### config.mk
export PLATFORM = sky130hd
export DESIGN_NAME = busMux
export DESIGN_NICKNAME = d
export VERILOG_FILES = /design/src/hw/datapath_pkg.sv /design/src/hw/busMux.sv
export VERILOG_INCLUDE_DIRS = /design/src /design/src/include
export SDC_FILE = /design/constraint.sdc
export NUM_CORES = 1
export LEC_CHECK = 0
export BUFFER_PORTS_ARGS = -buffer_cell sky130_fd_sc_hd__buf_4
export CAP_MARGIN = 20
export CORE_AREA = 2 2 297 299
export DETAILED_ROUTE_END_ITERATION = 8
export DIE_AREA = 0 0 299 301
export MAX_ROUTING_LAYER = met4
export PLACE_DENSITY = 0.36
export SLEW_MARGIN = 20
export SYNTH_ARGS = -nofsm -noshare
export SYNTH_HDL_FRONTEND = slang
export SYNTH_SLANG_ARGS = --single-unit
### constraint.sdc
create_clock -name vclk -period 4.46
set_input_delay 0.892 -clock vclk [all_inputs]
set_output_delay 0.892 -clock vclk [all_outputs]
set_load 0.02 [all_outputs]
### src/include/datapath_defines.svh
`ifndef DATAPATH_DEFINES_SVH
`define DATAPATH_DEFINES_SVH

// width of the shared bus and of every register in the datapath
`define DP_DATA_WIDTH 32

// general purpose registers R0 to R15
`define DP_NUM_REGS 16

// low bus bits taken as the shift or rotate count
`define DP_SHAMT_WIDTH 5

`endif

### src/hw/datapath_pkg.sv
`default_nettype none

package datapath_pkg;

	// bus drivers, R0..R15 sit at codes 0..15 so the mux can index with them
	typedef enum logic [4:0] {
		R0, R1, R2, R3, R4, R5, R6, R7,
		R8, R9, R10, R11, R12, R13, R14, R15,
		HI,
		LO,
		ZHigh,
		ZLow,
		PC,
		MDR,
		InPort,
		None // nothing selected, bus reads zero
	} busSourceT;

	typedef enum logic [3:0] {
		Add,
		Sub,
		And,
		Or,
		Shr,  // logical right
		Shra, // arithmetic right
		Shl,
		Ror,
		Rol,
		Neg,
		Not,
		Mul   // signed, full 64-bit product
	} aluOpT;

endpackage

`default_nettype wire

### src/hw/busMux.sv
`timescale 1ns/1ps
`default_nettype none

`include "datapath_defines.svh"

module busMux (
	input  wire datapath_pkg::busSourceT   busSource,
	input  wire logic [`DP_DATA_WIDTH-1:0] regValues [`DP_NUM_REGS],
	input  wire logic [`DP_DATA_WIDTH-1:0] hi,
	input  wire logic [`DP_DATA_WIDTH-1:0] lo,
	input  wire logic [`DP_DATA_WIDTH-1:0] zHigh,
	input  wire logic [`DP_DATA_WIDTH-1:0] zLow,
	input  wire logic [`DP_DATA_WIDTH-1:0] pc,
	input  wire logic [`DP_DATA_WIDTH-1:0] mdr,
	input  wire logic [`DP_DATA_WIDTH-1:0] inPort,
	output logic      [`DP_DATA_WIDTH-1:0] busOut
);

	import datapath_pkg::*;

	localparam int RegIdxWidth = $clog2(`DP_NUM_REGS);

	logic [RegIdxWidth-1:0] regIdx;

	// general register codes start at zero, low bits pick the register
	assign regIdx = busSource[RegIdxWidth-1:0];

	always_comb begin
		busOut = '0;
		case (busSource)
			HI:      busOut = hi;
			LO:      busOut = lo;
			ZHigh:   busOut = zHigh;
			ZLow:    busOut = zLow;
			PC:      busOut = pc;
			MDR:     busOut = mdr;
			InPort:  busOut = inPort;
			None:    busOut = '0;
			default: begin
				// R0..R15, any unused code falls through to zero
				if (busSource <= R15)
					busOut = regValues[regIdx];
			end
		endcase
	end

endmodule

`default_nettype wire

; ---- Word-level counts from Yosys, hierarchy flattened
; Index checks and enable logic that the tools add are counted.
[op_classes]
bitwise = 1
eq_ne = 8
muxes = 5
order_cmp = 2
[ops]
columns = op, count
row1 = case mux 32 bit (8 select lines), 1
row2 = binary-select mux 32 bit (select 4 bit), 1
row3 = 2-to-1 mux 32 bit, 3
row4 = "== test 5 bit, second input constant", 8
row5 = "greater-or-equal comparator 5 bit, second input constant", 1
row6 = "less-or-equal comparator 5 x 4 -> 1 bit, second input constant", 1
row7 = NOT 4 -> 5 bit, 1
[totals]
reg_bits = 0
wordCells = 16
input_bits = 741
output_inout_bits = 32

; ---- Logic depth before layout (Yosys ltp)
[logic_depth]
depth_word = 6
depth_mapped = 8
depth_no_buf = 4

; ---- Least setup slack after synthesis
; OpenSTA, ideal clock, no wires.
[synth_timing]
path_kind = input -> output
startpoint = in busSource[1]
endpoint = out busOut[20]
setup_slack_ps = 1293
t_required_ps = 3568
n_path_buf = 2
cell_stages = 6
t_arrival_ps = 2275
path_cell_list = buf_4 buf_4 mux4_2 and3_1 a2111oi_0 nand4_1
[synth_via]
elab_chain_cells = 6
elab_cells_between_ends = 15
classes_between = order compare (1) / eq/ne (8) / mux (5) / bitwise (1)
[synth_rtl]
columns = item, line_no
row1 = "start, declared", busMux.sv:7  ; input wire datapath_pkg::busSourceT busSource,
row2 = NOT 4 -> 5 bit (not written as such), busMux.sv:42  ; busOut = regValues[regIdx];
row3 = binary-select mux 32 bit (select 4 bit), busMux.sv:42
row4 = 2-to-1 mux 32 bit (not written as such) (2 in a row), busMux.sv:42
row5 = 2-to-1 mux 32 bit, busMux.sv:41  ; if (busSource <= R15)
row6 = case mux 32 bit (8 select lines) (*), busMux.sv:30  ; case (busSource)
row7 = "end, declared", busMux.sv:16  ; output logic [`DP_DATA_WIDTH-1:0] busOut
; Mark *: on every way between the ends. The rest lies on a longest branch, timed or not. The select of a mux whose other input is x is not followed.

; ---- Worst setup path after layout
[layout_timing]
startpoint = in busSource[3]
endpoint = out busOut[21]
; The elaborated chain is that of the path after synthesis.

==> results_dict.tcl <==
set metrics [dict create \
    drv_cap 0 \
    power-per-cell-area_nw_per_um2 100 \
    status "finished clean" \
    antenna_found_initial 21 \
    die_w_um 299 \
    min_period_ps 4190 \
    synth_most_common_cell "mux2i_1" \
    vias 10000 \
    dr.pass1.iters 6 \
    initial_core_util_pct 7.03 \
    post-route-period-util_pct 93.9 \
    worstPathRequired_ps 3570 \
    crit_fanout 13 \
    seqCellArea_um2 0 \
    power.switching_w 0.000634 \
    core_area_um2 86500 \
    clock_buffers 0 \
    grt_max_degree 51 \
    post-cts-setup-buffer-count 0 \
    wl_per_cell_um 28.6 \
    arrival_ps 3300 \
    place_area_um2 13600 \
    slew_headroom_pct 23.5 \
    fillers 10000 \
    fmax_mhz 239 \
    rows 108 \
    rsz0062_at_grt "false" \
    grt_overflow_total 0 \
    grt_pass1_wl_um 97300 \
    peakVddDrop_mv 0.0403 \
    drt_wl_total_um 76300 \
    ys_top_cells_by_count "mux2i_1 (231), a22oi_1 (97), nand3_1 (49)" \
    p_clk_share_pct 0 \
    grt_pass1_vias 10900 \
    hpwl_um 68700 \
    grt_usage_pct 16.3 \
    ys_warn_count 0 \
    synth_area_um2 6080 \
    postSynthAreaPerCell_um2 8.13 \
    power.total_w 0.00137 \
    nNetsFinal 2244 \
    layout-drive-gt1-share_pct 59.8 \
    hold_viol_final 0 \
    finish.utilization_pct 15.8 \
    ctsHoldBuffers 0 \
    worst_setup_path_start_kind "primary input" \
    setup_viol 0 \
    p_sw_share_pct 46.3 \
    seq_cells 0 \
    hold_class "in2out" \
    pwr-share-comb_pct 100.0 \
    crit_start "busSource[3]" \
    internal_power_w 0.000734 \
    synth_area_leaders "mux2i_1 (38%), a22oi_1 (12%), mux4_2 (11%), and3_1 (4.4%), nand3_1 (4.0%)" \
    synth_nets 1489 \
    end_kind "output pin" \
    stdcell_area_um2 13600 \
    die_h_um 301 \
    multi_input_area_um2 5640 \
    ys_seq_area_share_pct 0 \
    slew_violations 0 \
    die_area_um2 90000 \
    avgViaCountPerCell 3.75 \
    cts_resized 0 \
    synthToLayoutAreaGrowth_pct 124 \
    critical_path_class "in2out" \
    place.gp.congestion 0.917 \
    fin_tns_setup_ps 0 \
    worstMarginPinSlew_ps 1140 \
    synth.distinct_cells 49 \
    drc 0 \
    portBuffers 773 \
    p_leak_nw 6.60 \
    crit_path_end "busOut[21]" \
    synth_top_area_share_pct 38.0 \
    ios 773 \
    seq_power_share_pct 0 \
    synth_top_cell_by_area "mux2i_1" \
    ant_nets 0 \
    syn_inst 748 \
    drt_iter0_drc 660 \
]
-- how the worst min path moves through the flow --
stage | start | endpoint | depth (start not counted)
2_1_floorplan | lo[20] | busOut[20] | 2
3_3_place_gp | mdr[9] | busOut[9] | 4
3_5_place_dp | mdr[6] | busOut[6] | 4
4_1_cts | mdr[6] | busOut[6] | 4
5_1_grt | mdr[6] | busOut[6] | 4
6_report | lo[20] | busOut[20] | 4
-- layer usage --
metal	vias up	global-route usage, %	wire length, um	share of wire [%]
met3	44	3.56	4820	6.3
li1	4610	-	-	-
met1	4778	19.2	31600	41
met5	-	-	0	0
met4	0	3.52	1630	2.1
met2	579	28.4	38300	50
-- cell type report --
cell class | count | area share, %
antenna | 13 | 0.239
inverter | 14 | 0.385
multi-input combinational | 643 | 41.4
tap | 1155 | 10.6
timing repair buffer | 844 | 47.4
-- cell usage in the layout (no fill, tap or decap), drive strengths merged, types with 8 or more instances in the layout --
cell,n
a2111oi,19
a222oi,19
mux4,29
nand2,21
inv,14
nor2,14
diode,13
a22oi,97
nand3,49
buf,844
a21oi,8
nand4,25
mux2,12
and3,43
nor3,17
mux2i,231
-- critical path, cell delays in order --
cell and delay (ps):
buf_4 150, nand3b_1 420, nor2_2 930, buf_4 300, a222oi_1 160, nand4_1 250, buf_4 180
-- cell families after synthesis --
logic type      after synthesis  synth area share (%)
compound gates              176                  23.1
buf+inv                     105                  8.19
mux                         272                  51.0
simple gates                195                  17.8
-- stage by stage --
| step | setup WS (ps) | cells | hold slack, ps |
|---|---|---|---|
| floorplan | 1290 | 748 | 1980 |
| global placement | 289 | 2656 | 2140 |
| detailed placement | 274 | 2656 | 2140 |
| CTS | 268 | 2656 | 2150 |
| global route | 190 | 2667 | 2170 |
| finish | 270 | 2669 | 2140 |
-- power groups by stage --
stage,Combinational (W),Clock [W],Sequential [W]
after floorplan,0.000488,0,0
after global placement,0.00139,0,0
after detailed placement,0.00140,0,0
after CTS,0.00140,0,0
after global routing,0.00146,0.000000000333,0
final,0.00137,0.000000000252,0
Power figures use the tool's default switching activity.
