$ cat config.mk
export PLATFORM = sky130hd
export DESIGN_NAME = specialRegisters
export DESIGN_NICKNAME = d
export VERILOG_FILES = /design/src/hw/specialRegisters.sv
export VERILOG_INCLUDE_DIRS = /design/src /design/src/include
export SDC_FILE = /design/constraint.sdc
export NUM_CORES = 1
export LEC_CHECK = 0
export ABC_AREA = 1
export BUFFER_PORTS_ARGS = -buffer_cell sky130_fd_sc_hd__buf_2
export CAP_MARGIN = 20
export CORE_ASPECT_RATIO = 0.7
export CORE_MARGIN = 1
export CORE_UTILIZATION = 55
export CTS_CLUSTER_SIZE = 12
export DETAILED_ROUTE_END_ITERATION = 10
export GPL_TIMING_DRIVEN = 0
export PLACE_DENSITY = 0.85
export SKIP_LAST_GASP = 1
export SYNTH_ARGS = -nofsm -noshare
export SYNTH_HDL_FRONTEND = slang
export SYNTH_SLANG_ARGS = --single-unit
$ cat constraint.sdc
create_clock -name Clock -period 3.6 [get_ports Clock]
set_input_delay 0 -clock Clock [delete_from_list [all_inputs] [get_ports Clock]]
set_output_delay 0 -clock Clock [all_outputs]
set_load 0.1 [all_outputs]
$ cat src/include/datapath_defines.svh
`ifndef DATAPATH_DEFINES_SVH
`define DATAPATH_DEFINES_SVH

// width of the shared bus and of every register in the datapath
`define DP_DATA_WIDTH 32

// general purpose registers R0 to R15
`define DP_NUM_REGS 16

// low bus bits taken as the shift or rotate count
`define DP_SHAMT_WIDTH 5

`endif

$ cat src/hw/specialRegisters.sv
`timescale 1ns/1ps
`default_nettype none

`include "datapath_defines.svh"

module specialRegisters (
	input  wire logic                      Clock,
	input  wire logic                      arstN,
	input  wire logic [`DP_DATA_WIDTH-1:0] busIn,
	input  wire logic [`DP_DATA_WIDTH-1:0] mDataIn, // read data from memory
	input  wire logic                      pcLoad,
	input  wire logic                      incPc,
	input  wire logic                      marLoad,
	input  wire logic                      irLoad,
	input  wire logic                      yLoad,
	input  wire logic                      mdrLoad,
	input  wire logic                      memRead,
	output logic      [`DP_DATA_WIDTH-1:0] pc,
	output logic      [`DP_DATA_WIDTH-1:0] mar,
	output logic      [`DP_DATA_WIDTH-1:0] ir,
	output logic      [`DP_DATA_WIDTH-1:0] y,
	output logic      [`DP_DATA_WIDTH-1:0] mdr
);

	logic [`DP_DATA_WIDTH-1:0] mdrIn;

	// MDR input mux, memory side wins while a read is in progress
	assign mdrIn = memRead ? mDataIn : busIn;

	// program counter
	// increment and load in the same cycle means increment, so that
	// PC out / MAR in / incPc can share one step of the fetch
	always_ff @(posedge Clock or negedge arstN) begin
		if (!arstN) begin
			pc <= '0;
		end else if (incPc) begin
			pc <= pc + 1'b1;
		end else if (pcLoad) begin
			pc <= busIn;
		end
	end

	always_ff @(posedge Clock or negedge arstN) begin
		if (!arstN) begin
			mar <= '0;
			ir  <= '0;
		end else begin
			if (marLoad)
				mar <= busIn; // address toward memory
			if (irLoad)
				ir <= busIn;  // instruction word, decoded outside
		end
	end

	// Y holds operand A for the ALU
	always_ff @(posedge Clock or negedge arstN) begin
		if (!arstN) begin
			y <= '0;
		end else if (yLoad) begin
			y <= busIn;
		end
	end

	always_ff @(posedge Clock or negedge arstN) begin
		if (!arstN) begin
			mdr <= '0;
		end else if (mdrLoad) begin
			mdr <= mdrIn;
		end
	end

endmodule

`default_nettype wire

# Word-level counts from Yosys, hierarchy flattened
# Index checks and enable logic that the tools add are counted.
dict set report op_classes {
  addsub 1
  n_mux 3
  n_reduce_logical 1
}
# cell n
set ops {}
lappend ops {{$mux 32} 3}
lappend ops {{$add 32x1->32 const B} 1}
lappend ops {{$reduce_bool 2->1} 1}
dict set report totals {
  register_bits 160
  in_bits 73
  output_inout_bits 160
  wordCells 10
}

# Logic depth before layout (Yosys ltp)
dict set report depth {
  ltp_word 2
  mapped_depth 11
  ltp_nobuf 11
}

# Worst setup path before layout
# OpenSTA, ideal clock, no wires.
dict set report synth_path {
  path_type {reg2reg}
  start {register pc[1]}
  end {register pc[18]}
  setup_ps 120
  arrival_ps 2088
  required_time_ps 3480
  setup_slack_ps 1392
  stages_incl_launch_ff 11
  path_buffers 0
  synth_period_minus_slack_ps 2208
  cell_sequence {dfrtp_1 ha_1 nand2_1 nor2_4 nand2_4 nor2_4 nand3_1 nand2_1 nand2_1 nand2_1 nand2_1}
}
dict set report synth_between {
  elab_chain_len 2
}
# element line
set synth_lines {}
lappend synth_lines {{start: declaration} specialRegisters.sv:18} ;# output logic [`DP_DATA_WIDTH-1:0] pc,
lappend synth_lines {{start signal: assignment} specialRegisters.sv:37} ;# pc <= pc + 1'b1;
lappend synth_lines {{start signal: assignment} specialRegisters.sv:39} ;# pc <= busIn;
lappend synth_lines {{$add 32x1->32} specialRegisters.sv:37}
lappend synth_lines {{$mux 32} specialRegisters.sv:36} ;# end else if (incPc) begin
# No other way between the ends.
# A chain may end at the register's enable or synchronous reset.

# Final worst setup path
dict set report layout_path {
  start {register pc[0]}
  end {register pc[20]}
}
# Same word-level chain as after synthesis.

==> results.md <==
* Status: complete, but fails checks
* Failing checks: DRC
* Reg-to-Reg End: pc[20]
* Final instance area at about 10000 sq um
* Final slew viol count at 0
* Pwr per Cell Area at 619 nW/um^2
* Post-synth EDFFs at 0
* Number of diodes at 0
* Post-Syn Instances at a little under 900
* Syn_nets at 964
* Crit path required time at slightly below 4000 ps
* Maximum vdd drop at 0.374 mV
* Footprint of the multi-input gates at 2890 sq um
* GRT overflow at 0
* Final #Nets at 1277
* Number of buffers created by CTS at 17
* Worst setup EP type: flip-flop
* Die W at 140 um
* Pin count of the biggest net entering global routing at 89
* Seq/Total Area, Yosys at 54.6%
* Die Y at 98.6 um
* Clock Tree Buf Depth at 2
* Post-synthesis average cell area at 8.24 sq um
* Fin Setup TNS at 0 ps
* Die area at 13800 sq um
* DR WL/cell at 18.6 um
* GPL Wtd Cong at about 0.94
* Filler Cell Count at 800
* Total track usage at between 30% and 40%
* Number of synthesized register bits at 160
* Worst-path clk slew at around 70 ps
* First-pass GRT wire length at ~41 mm
* R2r startpoint: pc[0]
* Core ar. at between 10000 and 15000 sq um
* Leak at 4.85 nW
* Max cap viols at 0
* Starting DRC count in detailed routing at ~770
* RSZ-0062 raised after global routing: no
* Layout cells sized above 1 at 23.8%
* Via count at 7893
* Setup slack, reg-to-reg at 1910 ps
* # port buffers at roughly 230
* Setup violations, final at 0
* Register area at 4000 sq um
* First-pass DRT Iterations at 8
* Startpoint Class: flip-flop
* Worst slew pin tran at 841 ps
* FF-to-FF path depth at 10
* Min-delay src: memRead
* Max Clock Skew at between 10 and 15 ps
* Number of global-route vias before repair at 7678
* Critical Path AT at 2000 ps
* Final ANT Viol Nets at 0
* Starting Density at between 50% and 60%
* Asr flop ratio synth at 100%
* CP Class: flip-flop to flip-flop
* Hold Crit Endpoint: mdr[0]
* Fmax at 591 MHz
* H-tree levels at 4
* Distinct cells, synth at 30
* Crit-path max FO at 5
* Worst Hold Depth at 3
* Clock Latency Late Sink at around 420 ps
* DRT Wirelength at 25.7 mm
* Dpl cell area at 8700 sq um
* Main flop type after synthesis: dfrtp_1
* Antenna violations before repair at 0
* Via/cell ratio at between 5 and 6
* Hold WC Path Type: input port to flip-flop
* Fin crit period at 1690 ps
* CTS root buffer: clkbuf_16
* # Post-CTS Setup Buffers at 0
* Synth-to-Final Area Change at 35.8%
* CTS Sinks at 160
* Yosys warns at 0
* Final HPWL DP at 16.7 mm
* Period Utilization, post-route at 47.0%
* TritonCTS clock tree: built
* I/O Pins at 233
* Final hold vios at 0
* Synthesized area at around 7300 sq um
* Max_slew headroom at 44.0%
* Cell Rows at 34
* DRC errors left at 1
==> synthesized netlist by cell type (3+ instances only) <==
master	instances	area [sq um]
o21a_1	32	240
inv_1	66	248
nand2_2	4	25.0
nand3_1	38	190
a21oi_1	131	656
nor2_1	166	623
nand2_4	3	33.8
o211ai_1	4	30.0
buf_2	4	20.0
nor2_2	6	37.5
buf_1	14	52.6
nor2_4	7	78.8
clkbuf_1	24	90.1
dfrtp_1	160	4000
o221ai_1	3	26.3
o21ai_0	32	160
nand2_1	178	668
==> layout by cell type (no fill, tap or decap), types with 3 or more instances in the layout <==
cell and n:
o21ai_0 32, o221ai_1 3, clkinv_8 4, inv_6 4, nand2_1 178, nor2_2 6, a21oi_1 131, dlygate4sd3_1 66
buf_2 230, nand2_2 4, buf_1 14, nand3_1 38, clkbuf_16 17, nor2_1 166, inv_8 4, inv_1 66
clkbuf_1 24, dfrtp_1 160, o21a_1 32, nor2_4 7, nand2_4 3, o211ai_1 4
==> layer usage <==
metal / vias to the layer above / GRT usage [%] / wire length [um]
li1: 3490 / - / -
met5: - / 0 / 0
met2: 569 / 61.4 / 11700
met4: 0 / 15.8 / 1100
met1: 3734 / 52.6 / 10300
met3: 100 / 8.21 / 2620
==> state kept, by name, summed over array words and instances (netlist names) <==
name and count:
mar 32, ir 32, pc 32, mdr 32
y 32
==> layout make-up <==
cell class              instances  area share [%]
plain buffers                  44            1.82
clock buffers                  17            4.27
clock inverters                15            1.68
inverters                      68            2.56
multi-input cells             618            29.0
flip-flops and latches        160            40.2
well taps                     162            2.04
repair buffers                294            18.4
==> worst max-delay path by stage <==
stage                     start  endpoint  slack, ps
after global routing      pc[0]    pc[30]       1720
final                     pc[0]    pc[20]       1910
after CTS                 pc[0]    pc[20]       1930
after global placement    arstN   mdr[26]        160
after detailed placement  pc[0]    pc[20]       1960
after floorplan           pc[1]    pc[18]       1390
==> logic make-up after synthesis <==
logic type,Yosys count,share of synthesized area (%)
AO/OA/AOI/OAI,209,15.9
XOR/XNOR,2,0.239
adder cells (fa/ha/maj),1,0.171
buffers and inverters,112,5.96
flip-flops,160,54.6
AND/OR/NAND/NOR,406,23.1
==> through the flow <==
step | setup WS (ps) | util [%] | instances | hold WS (ps) | power, mW
after detailed placement | 1960 | 68.4 | 1280 | 115 | 4.29
after CTS | 1930 | 78.3 | 1378 | 4.72 | 6.11
final | 1910 | 78.3 | 1378 | 20.8 | 6.16
after global placement | 160 | 68.2 | 1279 | 248 | 4.25
after floorplan | 1390 | - | 890 | -296 | 3.85
after global routing | 1720 | 78.3 | 1378 | 33.2 | 6.35
==> power by group <==
group | switching, mW | total [mW] | internal [mW]
sequential | 0.167 | 2.15 | 1.98
clock | 0.866 | 1.80 | 0.935
combinational | 1.86 | 2.21 | 0.355
total | 2.89 | 6.16 | 3.27
==> critical path: stages (launching register included) <==
cell and delay [ps]:
dfrtp_1 430, ha_1 230, nand2_1 130, nor2_4 190, nand2_4 110, nor2_4 160, nand2_1 60, nand2_1 60
nand3_1 80, nand2_1 80, nand2_1 60
==> timing repair <==
item	4_1_cts	5_1_grt
hold endpoints to repair	215	0
resized for setup	0	0
hold buffers	66	0
No activity file was read; power rests on OpenSTA's default activity.
