`src/include/datapath_defines.svh`:
```
`ifndef DATAPATH_DEFINES_SVH
`define DATAPATH_DEFINES_SVH

// width of the shared bus and of every register in the datapath
`define DP_DATA_WIDTH 32

// general purpose registers R0 to R15
`define DP_NUM_REGS 16

// low bus bits taken as the shift or rotate count
`define DP_SHAMT_WIDTH 5

`endif

```
`src/hw/datapath_pkg.sv`:
```
`default_nettype none

package datapath_pkg;

	// bus drivers, R0..R15 sit at codes 0..15 so the mux can index with them
	typedef enum logic [4:0] {
		R0, R1, R2, R3, R4, R5, R6, R7,
		R8, R9, R10, R11, R12, R13, R14, R15,
		HI,
		LO,
		ZHigh,
		ZLow,
		PC,
		MDR,
		InPort,
		None // nothing selected, bus reads zero
	} busSourceT;

	typedef enum logic [3:0] {
		Add,
		Sub,
		And,
		Or,
		Shr,  // logical right
		Shra, // arithmetic right
		Shl,
		Ror,
		Rol,
		Neg,
		Not,
		Mul   // signed, full 64-bit product
	} aluOpT;

endpackage

`default_nettype wire

```
`src/hw/aluUnit.sv`:
```
`timescale 1ns/1ps
`default_nettype none

`include "datapath_defines.svh"

module aluUnit (
	input  wire logic                      Clock,
	input  wire logic                      arstN,
	input  wire datapath_pkg::aluOpT       aluOp,
	input  wire logic [`DP_DATA_WIDTH-1:0] y,     // operand A
	input  wire logic [`DP_DATA_WIDTH-1:0] busIn, // operand B
	input  wire logic                      zLoad,
	output logic      [`DP_DATA_WIDTH-1:0] zHigh,
	output logic      [`DP_DATA_WIDTH-1:0] zLow
);

	import datapath_pkg::*;

	localparam int W = `DP_DATA_WIDTH;

	logic [`DP_SHAMT_WIDTH-1:0] shamt;
	logic [2*W-1:0]             yTwice;    // A next to itself, for rotates
	logic [2*W-1:0]             rorWide;
	logic [2*W-1:0]             rolWide;
	logic signed [2*W-1:0]      product;
	logic [W-1:0]               result;    // 32-bit result of the simple ops
	logic [2*W-1:0]             resultWide;
	logic [2*W-1:0]             z;

	assign shamt  = busIn[`DP_SHAMT_WIDTH-1:0];
	assign yTwice = {y, y};

	// rotate by shifting the doubled word, the wanted half falls out
	assign rorWide = yTwice >> shamt;
	assign rolWide = yTwice << shamt;

	assign product = $signed(y) * $signed(busIn);

	always_comb begin
		result = '0;
		case (aluOp)
			Add:     result = y + busIn;
			Sub:     result = y - busIn;
			And:     result = y & busIn;
			Or:      result = y | busIn;
			Shr:     result = y >> shamt;
			Shra:    result = $signed(y) >>> shamt; // sign bit fills from the left
			Shl:     result = y << shamt;
			Ror:     result = rorWide[W-1:0];
			Rol:     result = rolWide[2*W-1:W];
			Neg:     result = -busIn;               // two's complement of B
			Not:     result = ~busIn;
			default: result = '0;                   // Mul goes through the wide path
		endcase
	end

	// only Mul fills the upper half, everything else leaves ZHigh at zero
	always_comb begin
		if (aluOp == Mul)
			resultWide = product;
		else
			resultWide = {{W{1'b0}}, result};
	end

	// Z register
	always_ff @(posedge Clock or negedge arstN) begin
		if (!arstN) begin
			z <= '0;
		end else if (zLoad) begin
			z <= resultWide;
		end
	end

	assign zHigh = z[2*W-1:W];
	assign zLow  = z[W-1:0];

endmodule

`default_nettype wire

```
`config.mk`:
```
export PLATFORM = sky130hd
export DESIGN_NAME = aluUnit
export DESIGN_NICKNAME = d
export VERILOG_FILES = /design/src/hw/datapath_pkg.sv /design/src/hw/aluUnit.sv
export VERILOG_INCLUDE_DIRS = /design/src /design/src/include
export SDC_FILE = /design/constraint.sdc
export NUM_CORES = 2
export LEC_CHECK = 0
export BUFFER_PORTS_ARGS = -buffer_cell sky130_fd_sc_hd__buf_2
export CORE_MARGIN = 4
export CORE_UTILIZATION = 42
export DETAILED_ROUTE_END_ITERATION = 10
export GPL_TIMING_DRIVEN = 0
export SLEW_MARGIN = 10
export SYNTH_ARGS = -nofsm -noshare
export SYNTH_HDL_FRONTEND = slang
export SYNTH_SLANG_ARGS = --single-unit
```
`constraint.sdc`:
```
create_clock -name Clock -period 2.9 [get_ports Clock]
set_clock_uncertainty 0.2 [all_clocks]
set_input_delay 0.29 -clock Clock [delete_from_list [all_inputs] [get_ports Clock]]
set_output_delay 0.29 -clock Clock [all_outputs]
set_load 0.02 [all_outputs]
```
# After elaboration in Yosys (flattened, before gate mapping)
# Index checks and enable logic that the tools add are counted.
totals:
  input_bits: 71
  word_cells: 27
  output_inout_bits: 64
  memories: 0
  ff_bits: 64
  mem_bits_ro: 0
  ram_bits: 0
  latch_bits: 0
op_classes:
  mux: 2
  n_div: 0
  order_cmp: 0
  reduce_logical: 1
  n_shift: 5
  addsub: 3
  eq_ne: 11
  multipliers: 1
  bitwise_logic: 3
op_table:
  columns: ["operator", "count"]
  rows:
  - ["$pmux 32 s11", 1]
  - ["$mul 32x32->64", 1]
  - ["$mux 64", 1]
  - ["$shl 64x5->64", 1]
  - ["$shr 64x5->32", 1]
  - ["$add 32x32->32", 1]
  - ["$and 32x32->32", 1]
  - ["$neg 32->32", 1]
  - ["$not 32->32", 1]
  - ["$or 32x32->32", 1]
  - ["$shl 32x5->32", 1]
  - ["$shr 32x5->32", 1]
  - ["$sshr 32x5->32", 1]
  - ["$sub 32x32->32", 1]
  - ["$eq 4x3->1 const B", 4]
  - ["$eq 4x4->1 const B", 4]
  - ["$eq 4x2->1 const B", 2]
  - ["$eq 4x1->1 const B", 1]
  - ["$logic_not 4->1", 1]

# Longest topological paths before layout
depth:
  ltp_word: 3
  ltp_mapped: 31
  ltp_nobuf: 26

# Least setup slack after synthesis
# OpenSTA, ideal clock, no wires.
synth_timing:
  path_type: "input to register"
  from: "input port y[31]"
  to: "register z[59]"
  setup_ps: 126
  t_required_ps: 2574
  arrival_ps: 8320
  n_path_buf: 4
  path_slack_ps: -5746
  path_stages: 28
  path_cell_list: "clkbuf_1 -> clkbuf_1 -> clkbuf_1 -> clkbuf_1 -> nand2_1 -> inv_1 -> fa_1 -> inv_1 -> fa_1 -> inv_1 -> fa_1 -> fa_1 -> inv_1 -> fa_1 -> inv_1 -> fa_1 -> inv_1 -> fa_1 -> inv_1 -> fa_1 -> ha_1 -> a21o_1 -> o41ai_1 -> o21ai_0 -> nor2b_1 -> o21bai_1 -> a31o_2 -> a221o_1"
synth_between:
  elab_chain_cells: 2
synth_rtl:
  columns: ["item", "line", "text"]
  rows:
  - ["start: declaration", "aluUnit.sv:10", "input wire logic [`DP_DATA_WIDTH-1:0] y,"]
  - ["$mul 32x32->64", "aluUnit.sv:37", "assign product = $signed(y) * $signed(busIn);"]
  - ["$mux 64", "aluUnit.sv:59", "if (aluOp == Mul)"]
  - ["end signal: assignment", "aluUnit.sv:70", "z <= resultWide;"]
  - ["end: declaration", "aluUnit.sv:28", "logic [2*W-1:0] z;"]
# No other way between the ends.
# A chain may end at the register's enable or synchronous reset.

# Worst setup path in the final report
layout_timing:
  from: "input port y[8]"
  to: "register z[56]"
# The elaborated chain is that of the path after synthesis.

==> reports/summary.md <==
For this design the top-level I/O count stands at 135. Setup repair after global routing could not meet its margin everywhere. For the initial antenna violation count, the log shows 29.

The die span in y works out to 343 um. Proportion of register bits with asynchronous set or reset after synthesis: 1.00. z holds more flip-flops than any other register.

For the worst-skew pair, the clock arrives at the later sink with an insertion delay of 0.40 ns. For the depth of the CTS H-tree, the log shows 3. The initialized floorplan defines 122 standard-cell rows. For the total congestion overflow, the log shows 0.

The critical path in this run is classified as primary input to register. The die is 343 um wide. The via density per instance was 6.09.

Root buffer cell: sky130_fd_sc_hd__clkbuf_16. The fraction of final layout cells with drive strength greater than 1 is 0.208. The tightest min-delay check is of the primary input to asynchronous set/reset pin type. STA classifies the critical path endpoint as a register.

The flip-flop and latch count after synthesis was 64. The clock drives 64 sinks. The pre-antenna-repair detailed-routing pass consisted of 6 iterations. A synthesized cell averages 8.55 um2. Across the run, the number of max-cap violations was 0. The number of nets in the synthesized netlist is 6959.

Entering global routing, the biggest net connects 35 pins. After detailed routing, the number of remaining DRC violations is 0. The number of slew-limit violations in the final report was 0; the CTS clock-pin slew for the worst setup and hold paths was 0.08 ns.

Once detail routing completed, the nets flagged for antenna violations numbered 0. Buffers inserted during clock tree synthesis total 9. Counting every instance in the synthesized netlist gives 5523.

The tools report the type of element launching the critical path as a primary input. Compared with the post-synthesis result, the final layout area differs by 23.0%. The worst hold-check slack came out at 0.175 ns. Yosys attributes the largest share of cell area to sky130_fd_sc_hd__fa_1 (46%), sky130_fd_sc_hd__inv_1 (8.3%), sky130_fd_sc_hd__ha_1 (7.4%). The initial DRC count is 5603, and the number of flops mapped to enable cells by yosys is 0.

The fraction of the yosys area taken by sequential cells is 0.0339. The core region is 111000 um2. TritonCTS built the clock tree. The share of the synthesized area in the top cell type works out to 0.460. The final design utilization is 0.523, and the highest clock frequency the design can meet is 126 MHz.

The weighted congestion at the end of routability-driven global placement was 1.11; the shortest clock period the worst path allows after layout was 7.92 ns. The largest registers in the layout are z: 64 flops. The worst slew slack as a fraction of its limit was 0.0211.

The tools report the setup slack after layout as -5.02 ns. The filler cells instantiated in the layout total 10676. Of all cell types, the one taking the most synthesized area is sky130_fd_sc_hd__fa_1. Effective utilization at floorplan: 0.425.

The Yosys step of the flow raised 0 warnings. The checks that failed: negative setup slack. For the maximum buffer depth of the clock tree, the log shows 2. The first global-routing pass estimated 364000 um of wire. At the pin with the least slew margin, the transition time is 1.47 ns. The final critical-path share of the clock period works out to 2.73.

The floorplan die area was 118000 um2; the number of flip-flops in the largest register was 64. The tools report the total global routing track utilization as 0.450. Prior to clock tree synthesis, the placed netlist has a worst setup slack of -9.05 ns. At the worst endpoint, the arrival time is 8.02 ns.

The run finished, with violations left. The synthesized netlist occupies a cell area of 47200 um2. The via total after detailed routing is 45205, and the overall routed net length is 266000 um.

Adding up every negative setup slack in the final design gives -262.31 ns. Summed over all nets, the half-perimeter wirelength after detailed placement is 216000 um. Setup violations remaining at the end of the flow were counted as 64. The tools report the number of global-route vias before repair as 46306. In the final routed layout, each cell accounts on average for 35.8 um. The number of different library cells used by synthesis comes to 88. At the worst endpoint, the required time is 3.00 ns. In this run the worst path has a maximum fanout of 10.

For this run, the leading register cell type out of synthesis is sky130_fd_sc_hd__dfrtp_1. The hold violation total from the final report was 0; the count of buffers from port buffering was 134. After the last flow step, the layout net total stands at 7357.
[critical path, cell delays in order]
cell and delay [ns]:
sky130_fd_sc_hd__clkbuf_4 0.21, sky130_fd_sc_hd__clkbuf_16 0.19, sky130_fd_sc_hd__clkbuf_4 0.29, sky130_fd_sc_hd__nand2_1 0.13, sky130_fd_sc_hd__fa_1 0.54, sky130_fd_sc_hd__inv_1 0.05
sky130_fd_sc_hd__fa_1 0.60, sky130_fd_sc_hd__fa_1 0.47, sky130_fd_sc_hd__fa_1 0.60, sky130_fd_sc_hd__fa_2 0.51, sky130_fd_sc_hd__fa_1 0.59, sky130_fd_sc_hd__fa_1 0.45
sky130_fd_sc_hd__fa_1 0.48, sky130_fd_sc_hd__ha_1 0.30, sky130_fd_sc_hd__clkbuf_8 0.17, sky130_fd_sc_hd__and4_4 0.24, sky130_fd_sc_hd__and3_4 0.34, sky130_fd_sc_hd__nand2_4 0.09
sky130_fd_sc_hd__a211o_4 0.31, sky130_fd_sc_hd__a311oi_4 0.25, sky130_fd_sc_hd__buf_12 0.19, sky130_fd_sc_hd__or3_4 0.16, sky130_fd_sc_hd__and3_4 0.19, sky130_fd_sc_hd__nor3_2 0.05
sky130_fd_sc_hd__o32ai_2 0.24
[layout make-up]
type,count,area [um2],area share
multi-input combinational,4054,43000,0.740
inverter,1073,4380,0.0753
buffer,324,3720,0.0641
timing repair buffer,395,3200,0.0551
tap,1488,1860,0.0321
sequential,64,1600,0.0276
clock buffer,11,233,0.00401
clock inverter,5,57.6,0.000991
antenna,9,22.5,0.000388
[stage by stage]
stage / area, um2 / cells
6_report: 58100 / 7423
5_1_grt: 58100 / 7416
4_1_cts: 56000 / 7302
3_5_place_dp: 51100 / 7152
3_3_place_gp: 51000 / 7145
2_1_floorplan: 48500 / 5523
[worst paths after layout]
path	start	to	slack, ns	cells after the start
worst max register to register	z[30]$_DFFE_PN0P_	z[30]$_DFFE_PN0P_	1.56	4
worst min-delay path	arstN	z[54]$_DFFE_PN0P_	0.18	2
max in group asynchronous	arstN	z[24]$_DFFE_PN0P_	1.66	3
worst min register to register	z[13]$_DFFE_PN0P_	z[13]$_DFFE_PN0P_	0.32	2
min in group Clock	aluOp[3]	z[0]$_DFFE_PN0P_	0.30	4
worst max-delay path	y[8]	z[56]$_DFFE_PN0P_	-5.02	25
[synth_stat cells, drive strengths merged (24+ instances only)]
library cell and number:
nor2b 24, a211oi 43, clkbuf 225, mux4 59, clkinv 29, a21oi 186, fa 1084, a31oi 41
inv 1044, mux2i 59, ha 281, o22ai 58, nand3 38, a21o 78, buf 107, and3 28
o211ai 30, nor3 36, xor2 41, o21ai 149, nand2 628, xnor2 64, nor2 815, dfrtp 64
[per-layer routing]
metal	GRT usage	vias up	part of all wire
li1	-	18010	-
met2	0.662	3194	0.42
met1	0.566	23051	0.36
met3	0.149	934	0.13
met4	0.295	16	0.090
met5	0	-	0.00070
[cell families after synthesis]
logic type / synth area share
simple gates: 0.145
buf+inv: 0.114
fa+ha+maj: 0.534
compound gates: 0.109
mux: 0.0439
xor+xnor: 0.0195
flops: 0.0339
[placed cells by master, fill, tap and decap left out, types with 25 or more instances in the layout]
cell type and instances:
sky130_fd_sc_hd__nand3_1 32, sky130_fd_sc_hd__a211oi_1 33, sky130_fd_sc_hd__clkbuf_4 43, sky130_fd_sc_hd__clkbuf_16 62, sky130_fd_sc_hd__a21oi_2 25, sky130_fd_sc_hd__a21o_1 77
sky130_fd_sc_hd__dfrtp_1 64, sky130_fd_sc_hd__o22ai_1 57, sky130_fd_sc_hd__nor3_1 27, sky130_fd_sc_hd__ha_1 227, sky130_fd_sc_hd__clkbuf_1 58, sky130_fd_sc_hd__a21oi_1 143
sky130_fd_sc_hd__a31oi_1 35, sky130_fd_sc_hd__clkbuf_2 25, sky130_fd_sc_hd__nand2_2 28, sky130_fd_sc_hd__o211ai_1 30, sky130_fd_sc_hd__xnor2_1 48, sky130_fd_sc_hd__buf_2 115
sky130_fd_sc_hd__and3_1 25, sky130_fd_sc_hd__ha_4 47, sky130_fd_sc_hd__fa_1 1045, sky130_fd_sc_hd__buf_6 63, sky130_fd_sc_hd__nor2_2 45, sky130_fd_sc_hd__xor2_1 28
sky130_fd_sc_hd__mux2i_1 52, sky130_fd_sc_hd__nor2_1 759, sky130_fd_sc_hd__buf_12 45, sky130_fd_sc_hd__fa_2 39, sky130_fd_sc_hd__inv_1 1001, sky130_fd_sc_hd__nand2_1 588
sky130_fd_sc_hd__mux4_2 59, sky130_fd_sc_hd__buf_4 267, sky130_fd_sc_hd__o21ai_0 102
[what timing repair did]
item                                    4_1_cts  5_1_grt
hold endpoints to repair                     30        0
buffers inserted                            136      109
endpoints found under the setup margin       64       64
pin swaps                                   116      154
cloned                                        1        8
hold buffers                                  1        0
resized for setup                           958      330
Power is left out: the tool's default activity adds up to more than one toggle a clock period on the data nets, which glitch-free logic cannot reach.
