## src/include/datapath_defines.svh

```systemverilog
`ifndef DATAPATH_DEFINES_SVH
`define DATAPATH_DEFINES_SVH

// width of the shared bus and of every register in the datapath
`define DP_DATA_WIDTH 32

// general purpose registers R0 to R15
`define DP_NUM_REGS 16

// low bus bits taken as the shift or rotate count
`define DP_SHAMT_WIDTH 5

`endif

```

## src/hw/registerBank.sv

```systemverilog
`timescale 1ns/1ps
`default_nettype none

`include "datapath_defines.svh"

module registerBank (
	input  wire logic                      Clock,
	input  wire logic                      arstN,
	input  wire logic [`DP_DATA_WIDTH-1:0] busIn,
	input  wire logic [`DP_NUM_REGS-1:0]   regLoad, // one bit per general register
	input  wire logic                      hiLoad,
	input  wire logic                      loLoad,
	output logic      [`DP_DATA_WIDTH-1:0] regValues [`DP_NUM_REGS],
	output logic      [`DP_DATA_WIDTH-1:0] hi,
	output logic      [`DP_DATA_WIDTH-1:0] lo
);

	// general registers, each captures the bus on its own load bit
	genvar i;
	generate
		for (i = 0; i < `DP_NUM_REGS; i++) begin : genReg
			always_ff @(posedge Clock or negedge arstN) begin
				if (!arstN) begin
					regValues[i] <= '0;
				end else if (regLoad[i]) begin
					regValues[i] <= busIn;
				end
			end
		end
	endgenerate

	// HI and LO normally receive the two halves of Z after a multiply
	always_ff @(posedge Clock or negedge arstN) begin
		if (!arstN) begin
			hi <= '0;
		end else if (hiLoad) begin
			hi <= busIn;
		end
	end

	always_ff @(posedge Clock or negedge arstN) begin
		if (!arstN) begin
			lo <= '0;
		end else if (loLoad) begin
			lo <= busIn;
		end
	end

endmodule

`default_nettype wire

```

## config.mk

```make
export PLATFORM = sky130hd
export DESIGN_NAME = registerBank
export DESIGN_NICKNAME = d
export VERILOG_FILES = /design/src/hw/registerBank.sv
export VERILOG_INCLUDE_DIRS = /design/src /design/src/include
export SDC_FILE = /design/constraint.sdc
export NUM_CORES = 1
export LEC_CHECK = 0
export ABC_AREA = 1
export ABC_CLOCK_PERIOD_IN_PS = 800
export BUFFER_PORTS_ARGS = -buffer_cell sky130_fd_sc_hd__buf_2
export CAP_MARGIN = 20
export CORE_AREA = 2 2 247 249
export CTS_CLUSTER_DIAMETER = 200
export DETAILED_ROUTE_END_ITERATION = 6
export DIE_AREA = 0 0 249 251
export PLACE_DENSITY_LB_ADDON = 0.05
export SYNTH_ARGS = -nofsm -noshare
export SYNTH_HDL_FRONTEND = slang
export SYNTH_SLANG_ARGS = --single-unit
```

## constraint.sdc

```tcl
create_clock -name Clock -period 0.8 [get_ports Clock]
set_input_delay 0.04 -clock Clock [delete_from_list [all_inputs] [get_ports Clock]]
set_output_delay 0.04 -clock Clock [all_outputs]
set_load 0.01 [all_outputs]
```

After elaboration in Yosys (flattened, before gate mapping). Cells that the tools add are included.

Bits in registers: 576. Output and inout bits: 576. Logic and storage cells: 18.

Logic depth before layout (Yosys ltp). Gate-level depths: netlist of run 1.

Depth after elaboration: 0. Depth in mapped cells: 5.

Worst setup path after synthesis of run 1. OpenSTA, ideal clock, no wires.

Path type: reg-to-reg. Start: reg regValues[149] (netlist name). End: reg regValues[149] in the netlist's numbering. Library setup time: 0.116 ns. Arrival time: 0.505 ns. Slack: 0.178 ns. Stages on the path, launching flop included: 3. Path buffers: 0. Path through: dfrtp_1 > nand2_2 > nand2_1.

RTL lines: to (signal, indexed assignment) (line registerBank.sv:26) `regValues[i] <= busIn;`; to (decl) (line registerBank.sv:13) `` output logic [`DP_DATA_WIDTH-1:0] regValues [`DP_NUM_REGS], ``.

Worst setup path in the final report of run 1.
Start: reg regValues[462] in the netlist's numbering. End: out regValues[462] in the netlist's numbering.

No word-level cell between the ends.

==> results of run 1 <==
[per-stage QoR]
stage               cells  cell area, um2  worst slack (ns)
global placement     3808           26500            -0.101
global route         4361           34300            -0.466
floorplan            2512           23300             0.178
CTS                  4217           32900            -0.471
detailed placement   3808           26500           -0.0811
finish               4361           34300            -0.444
[repair_timing]
item,CTS,global route
buffers inserted,247,161
setup endpoints to repair,576,747
hold buffers,50,0
resized for setup,517,97
hold endpoints to repair,1150,0
pin swaps,0,20
[layout make-up]
type	count	area [um2]
repair buffers	1145	9750
clock inverters	11	123
flip-flops and latches	576	14400
multi-input cells	1728	6920
well taps	782	978
clock buffers	101	1970
inverters	18	158
fillers	5396	25500
[registers in the layout, indices dropped and copies added (netlist names)]
| signal | count |
|---|---|
| lo | 32 |
| hi | 32 |
| regValues | 512 |
[final timing paths]
check,to,cells after the start,start,slack (ns)
setup / recovery,regValues[462],1,regValues[462],-0.44
hold / removal,regValues[206],3,busIn[14],0.02
setup reg to reg,regValues[146],4,regValues[146],-0.08
hold reg to reg,regValues[438],2,regValues[438],0.47
max in group asynchronous,regValues[204],4,arstN,0.21
min in group asynchronous,regValues[9],3,arstN,0.14
[worst register-to-register path, delay by kind of cell, from the launching register on]
kind          cells  cell delay, ns
flops             1            0.41
buf+inv           2            0.25
simple gates      2            0.11
[layer usage]
metal / vias up / part of all wire (%)
li1: 9493 / -
met1: 9869 / 40
met2: 713 / 47
met3: 172 / 7.9
met4: 0 / 4.5
met5: - / 0
[cells in the mapped netlist]
cell type / n / area share [%]
inv_6: 1 / 0.038
buf_8: 4 / 0.26
buf_6: 70 / 3.4
buf_12: 12 / 1.0
buf_4: 104 / 3.4
dfrtp_1: 576 / 62
inv_8: 7 / 0.34
nand2_2: 154 / 4.1
inv_4: 10 / 0.27
nand2_1: 1574 / 25
[cells by family after synthesis]
kind of cell | count (synthesis) | share of synthesized area, %
flops | 576 | 61.8
simple gates | 1728 | 29.5
buf+inv | 208 | 8.67
[layout by cell type, fill, tap and decap left out]
cell           Yosys  final
clkbuf_16          0     67
dfrtp_1          576    572
buf_4            104    423
clkbuf_4           0     24
nand2_2          154    174
buf_6             70    346
dfrtp_2            0      4
buf_2              0    269
inv_4             10      7
dlygate4sd3_1      0     50
inv_6              1      7
buf_12            12     32
inv_8              7      8
buf_8              4      1
clkbuf_1           0     17
nand2_1         1574   1554
bufinv_16          0      2
clkinv_2           0      5
clkbuf_8           0     17
[power groups by stage]
stage,combinational [uW],clock [uW],sequential [uW]
after floorplan,4220,0,34900
after global placement,10900,0,33800
after detailed placement,11000,0,33900
after CTS,14400,30500,33600
after global routing,16800,31700,33900
final,15600,29800,33700
==> impl_table.tex, run 1 <==
\begin{tabular}{lr}
\hline
Metric & Value \\
\hline
\multicolumn{2}{l}{\textbf{Power}} \\
Post-route total power & 79100 uW \\
Standby leakage power & 0.0192 uW \\
Worst vdd rail ir drop & 1570 uV \\
Portion of total power attributed to sequential cells & 42.6\% \\
Relative contribution of the clock network to total power & 37.7\% \\
Combinational power share & 19.7\% \\
Sw Ratio & 28.0\% \\
P\_int & 56900 uW \\
Total power divided by cell area & 2300 mW/mm2 \\
Switching component of the power & 22200 uW \\
\multicolumn{2}{l}{\textbf{Critical path}} \\
Slowest stage cell, crit path & dfrtp\_1 \\
Category of the worst setup path launch point & flop \\
Critical path buffer and inverter count & 1 \\
Delay of the slowest critical-path stage & 0.45 ns \\
CP top delay family & flip-flops \\
Path type of the worst setup path & reg2out \\
Crit. End Element & primary output \\
Maximum net fanout on the critical path & 2 \\
Worst-path cell chain & buf\_2 \\
Worst EP required & 0.76 ns \\
Worst Path Arrival & 1.20 ns \\
\multicolumn{2}{l}{\textbf{STA}} \\
Time the worst path needs with I/O delays and setup & 1.24 ns \\
Setup repair after global routing missed its margin & true \\
Final number of max-transition violations & 0 \\
Count of final hold-check violations & 0 \\
Final worst slack & -0.444 ns \\
Worst rel slew slack & 53.3\% \\
Max Fclk & 804 MHz \\
Total Neg Setup Slack & -204.95 ns \\
Transition time at the pin with the least slew margin & 0.701 ns \\
Final Setup Violations & 626 \\
Setup clock skew after layout & 0 ns \\
WHS & 0.0176 ns \\
Final cycle utilization of the critical path & 155\% \\
\multicolumn{2}{l}{\textbf{Global routing}} \\
Total global routing overflow & 0 \\
Busiest grt layer & met2 \\
Routing usage on met1 & 35.8\% \\
Largest net degree at the start of global routing & 76 \\
Met3 usage & 7.99\% \\
GRT Util Overall & 28.4\% \\
Met2 Use GR & 45.8\% \\
Number of antenna violations at the first check in global routing & 0 \\
Via count of the first global-routing pass & 20000 \\
First-pass GRT wire length & 132000 um \\
\multicolumn{2}{l}{\textbf{Placed design}} \\
Buffers on Ports & 627 \\
Hpwl dp & 60100 um \\
Gp weighted congestion & 0.851 \\
\multicolumn{2}{l}{\textbf{Routing}} \\
Post-route antenna net violation count & 0 \\
Total number of vias & 20200 \\
Ratio of routed vias to standard cells & 4.64 \\
Residual DRC count & 0 \\
Number of detailed-routing iterations run before antenna repair & 5 \\
Average detailed-routed wire length per instance & 20.7 um \\
Detailed Route Iter0 Violations & 1352 \\
Total Wirelength & 90400 um \\
\multicolumn{2}{l}{\textbf{Die}} \\
Area of the die & 0.0625 mm2 \\
Width of the chip & 249 um \\
Core Region & 0.0598 mm2 \\
Initial core utilization & 39.0\% \\
Vertical extent of the die & 251 um \\
Boundary Pins & 628 \\
Number of rows created at floorplan & 90 \\
\multicolumn{2}{l}{\textbf{Layout}} \\
Post-layout nets & 3587 \\
ANT cells & 0 \\
Ratio of cells with drive above 1 in the final layout & 38.7\% \\
Finished Core Util & 57.4\% \\
Area grow syn2layout & 47.3\% \\
\multicolumn{2}{l}{\textbf{Synthesis}} \\
Mapped Nets & 2564 \\
Post-Synthesis Cells & 2512 \\
Post-Synthesis Mean Instance Area & 9.28 um2 \\
Ys Warns & 0 \\
Sequential-to-total area share from yosys stat & 61.8\% \\
Count of state elements after synthesis & 576 \\
Number of unique standard cell types used by synthesis & 10 \\
Total standard cell area after synthesis & 0.0233 mm2 \\
\multicolumn{2}{l}{\textbf{CTS}} \\
Worst-path clk slew & 0.06 ns \\
Root buffer cell & clkbuf\_16 \\
Max clock buf depth & 3 \\
Clock Sinks & 576 \\
H-Tree Depth & 3 \\
Clock tree from TritonCTS & done \\
Total clock buffers created by CTS & 66 \\
Clock network latency to the later pin of the worst-skew pair & 0.59 ns \\
\multicolumn{2}{l}{\textbf{Min path}} \\
Hold Path Class & in2reg \\
\multicolumn{2}{l}{\textbf{Flow run}} \\
Maximum capacitance violations & 0 \\
\multicolumn{2}{l}{\textbf{Outcome}} \\
Failing checks & setup timing \\
Outcome & complete, but fails checks \\
\hline
\end{tabular}
No activity file was read; power rests on OpenSTA's default activity.
==> run 2, diff against run 1 <==
BUFFER_PORTS_ARGS = -buffer_cell sky130_fd_sc_hd__buf_4   (was -buffer_cell sky130_fd_sc_hd__buf_2)
CORE_AREA = 2 2 242 244   (was 2 2 247 249)
CTS_BUF_LIST = sky130_fd_sc_hd__clkbuf_4   (was unset)
DIE_AREA = 0 0 244 246   (was 0 0 249 251)
==> impl_table.tex, run 2 (synthesized netlist as in run 1, its figures left out) <==
\begin{tabular}{lr}
\hline
Metric & Value \\
\hline
\multicolumn{2}{l}{\textbf{Placed design}} \\
Setup slack at placement & 0.0383 ns (was -0.0811 ns) \\
Gp weighted congestion & 0.821 (was 0.851) \\
Placed cell area & 0.0280 mm2 (was 0.0265 mm2) \\
Hpwl dp & 59700 um (was 60100 um) \\
Buffers on Ports & 627 (unchanged) \\
\multicolumn{2}{l}{\textbf{Power}} \\
Standby leakage power & 0.0203 uW (was 0.0192 uW) \\
Worst vdd rail ir drop & 1220 uV (was 1570 uV) \\
Total power divided by cell area & 2160 mW/mm2 (was 2300 mW/mm2) \\
\multicolumn{2}{l}{\textbf{STA}} \\
Final worst slack & -0.860 ns (was -0.444 ns) \\
Max Fclk & 602 MHz (was 804 MHz) \\
Worst rel slew slack & 56.2\% (was 53.3\%) \\
Count of final hold-check violations & 8 (was 0) \\
Transition time at the pin with the least slew margin & 0.655 ns (was 0.701 ns) \\
Setup repair after global routing missed its margin & true (unchanged) \\
WHS & -0.0243 ns (was 0.0176 ns) \\
Final number of max-transition violations & 0 (unchanged) \\
Final Setup Violations & 706 (was 626) \\
Setup clock skew after layout & 0 ns (unchanged) \\
Final cycle utilization of the critical path & 207\% (was 155\%) \\
Time the worst path needs with I/O delays and setup & 1.66 ns (was 1.24 ns) \\
\multicolumn{2}{l}{\textbf{Flow run}} \\
Maximum capacitance violations & 0 (unchanged) \\
\multicolumn{2}{l}{\textbf{Global routing}} \\
Number of antenna violations at the first check in global routing & 3 (was 0) \\
Largest net degree at the start of global routing & 40 (was 76) \\
Via count of the first global-routing pass & 21400 (was 20000) \\
Total global routing overflow & 0 (unchanged) \\
Met2 Use GR & 48.2\% (was 45.8\%) \\
Busiest grt layer & met2 (unchanged) \\
Routing usage on met1 & 37.2\% (was 35.8\%) \\
First-pass GRT wire length & 136000 um (was 132000 um) \\
GRT Util Overall & 30.4\% (was 28.4\%) \\
Met3 usage & 10.4\% (was 7.99\%) \\
\multicolumn{2}{l}{\textbf{Die}} \\
Area of the die & 0.0600 mm2 (was 0.0625 mm2) \\
Number of rows created at floorplan & 88 (was 90) \\
Initial core utilization & 40.6\% (was 39.0\%) \\
Vertical extent of the die & 246 um (was 251 um) \\
Boundary Pins & 628 (unchanged) \\
Width of the chip & 244 um (was 249 um) \\
Core Region & 0.0574 mm2 (was 0.0598 mm2) \\
\multicolumn{2}{l}{\textbf{Critical path}} \\
Path type of the worst setup path & reg2out (unchanged) \\
Category of the worst setup path launch point & flop (unchanged) \\
Critical path buffer and inverter count & 1 (unchanged) \\
Worst EP required & 0.76 ns (about the same) \\
Worst-path cell chain & buf\_6 (was buf\_2) \\
Worst Path Arrival & 1.62 ns (was 1.20 ns) \\
Delay of the slowest critical-path stage & 0.44 ns (was 0.45 ns) \\
Maximum net fanout on the critical path & 2 (unchanged) \\
Crit. End Element & primary output (unchanged) \\
CP top delay family & flip-flops (unchanged) \\
Slowest stage cell, crit path & dfrtp\_1 (unchanged) \\
\multicolumn{2}{l}{\textbf{Layout}} \\
Post-layout nets & 3759 (was 3587) \\
Area grow syn2layout & 57.8\% (was 47.3\%) \\
Top library cells by usage in the layout, fill and taps aside & nand2\_1, buf\_6, dfrtp\_1, buf\_4, clkbuf\_4 (was nand2\_1, dfrtp\_1, buf\_4, buf\_6, buf\_2) \\
Top Registers & regValues x512, hi x32, lo x32 (unchanged) \\
Max FFs per register & 512 (unchanged) \\
Ratio of cells with drive above 1 in the final layout & 40.7\% (was 38.7\%) \\
Most common cell after layout, fill and taps aside & nand2\_1 (unchanged) \\
Final Instance Area & 0.0368 mm2 (was 0.0343 mm2) \\
Finished Core Util & 64.1\% (was 57.4\%) \\
Largest register by flop count & regValues (unchanged) \\
\multicolumn{2}{l}{\textbf{Min path}} \\
Hold Path Class & in2reg (unchanged) \\
\multicolumn{2}{l}{\textbf{Routing}} \\
Residual DRC count & 0 (unchanged) \\
Total Wirelength & 95200 um (was 90400 um) \\
Ratio of routed vias to standard cells & 4.70 (was 4.64) \\
Average detailed-routed wire length per instance & 20.7 um (about the same) \\
Post-route antenna net violation count & 0 (unchanged) \\
Number of detailed-routing iterations run before antenna repair & 5 (unchanged) \\
Detailed Route Iter0 Violations & 1217 (was 1352) \\
Total number of vias & 21600 (was 20200) \\
\multicolumn{2}{l}{\textbf{Outcome}} \\
Outcome & complete, but fails checks (unchanged) \\
Failing checks & hold timing, setup timing (was setup timing) \\
\multicolumn{2}{l}{\textbf{CTS}} \\
Clock network latency to the later pin of the worst-skew pair & 1.01 ns (was 0.59 ns) \\
Max clock buf depth & 3 (unchanged) \\
H-Tree Depth & 4 (was 3) \\
Clock tree from TritonCTS & done (unchanged) \\
Worst-path clk slew & 0.06 ns (about the same) \\
Clock Sinks & 576 (unchanged) \\
Total clock buffers created by CTS & 158 (was 66) \\
Root buffer cell & clkbuf\_4 (was clkbuf\_16) \\
\hline
\end{tabular}
## run 2: changes by cell type in the layout (fill, tap and decap cells not counted), moves of 8 or more
cell,change
clkbuf_4,+228
diode_2,+8
clkbuf_8,-17
clkbuf_1,-17
buf_6,+231
clkbuf_16,-66
clkinv_1,+12
dlygate4sd3_1,+57
nand2_2,-19
buf_2,-269
buf_4,+67
bufinv_16,+8
nand2_1,+19
## run 2: worst paths after layout
check,from,slack [ns],cells past startpoint,end
hold reg to reg,regValues[171],0.49,2,regValues[171]
setup reg to reg,regValues[395],-0.09,4,regValues[395]
min in group asynchronous,arstN,0.19,4,regValues[241]
setup / recovery,regValues[464],-0.86,1,regValues[464]
max in group asynchronous,arstN,0.12,5,regValues[496]
hold / removal,regLoad[12],-0.02,5,regValues[96]
## run 2: stage by stage
step | power [uW] | setup TNS (ns) | instances
after floorplan | 39200 | 0 | 2512
after CTS | 78400 | -695.22 | 4423
after global placement | 46200 | 0 | 3776
final | 79300 | -455.47 | 4598
after detailed placement | 46400 | 0 | 3776
after global routing | 82900 | -497.44 | 4596
## run 2: report_power, final
group	internal, uW	switching [uW]	total, uW
combinational	9180	8310	17500
sequential	31700	2160	33900
clock	15100	12700	27900
total	56100	23200	79300
## run 2: area by class of cell
cell class	count	area, um2
fill	4806	20600
timing repair buffer	1218	12100
tap	765	957
clock buffer	252	1890
inverter	18	317
clock inverter	26	188
antenna	8	20.0
sequential	576	14400
multi-input combinational	1728	6870
timing repair inverter	7	61.3
## run 2: metal layers
metal  routed length, um  vias up
li1                    -     9958
met3                8270      248
met4                4740        0
met5                   0        -
met1               37100    10500
met2               45100      919
## run 2: what timing repair did
action / CTS / global route
setup buffers: 253 / 162
hold endpoints to repair: 1152 / 637
resized for setup: 577 / 41
hold buffers: 116 / 11
endpoints found under the setup margin: 576 / 1696
pin swaps: 0 / 1
gates cloned: 0 / 8
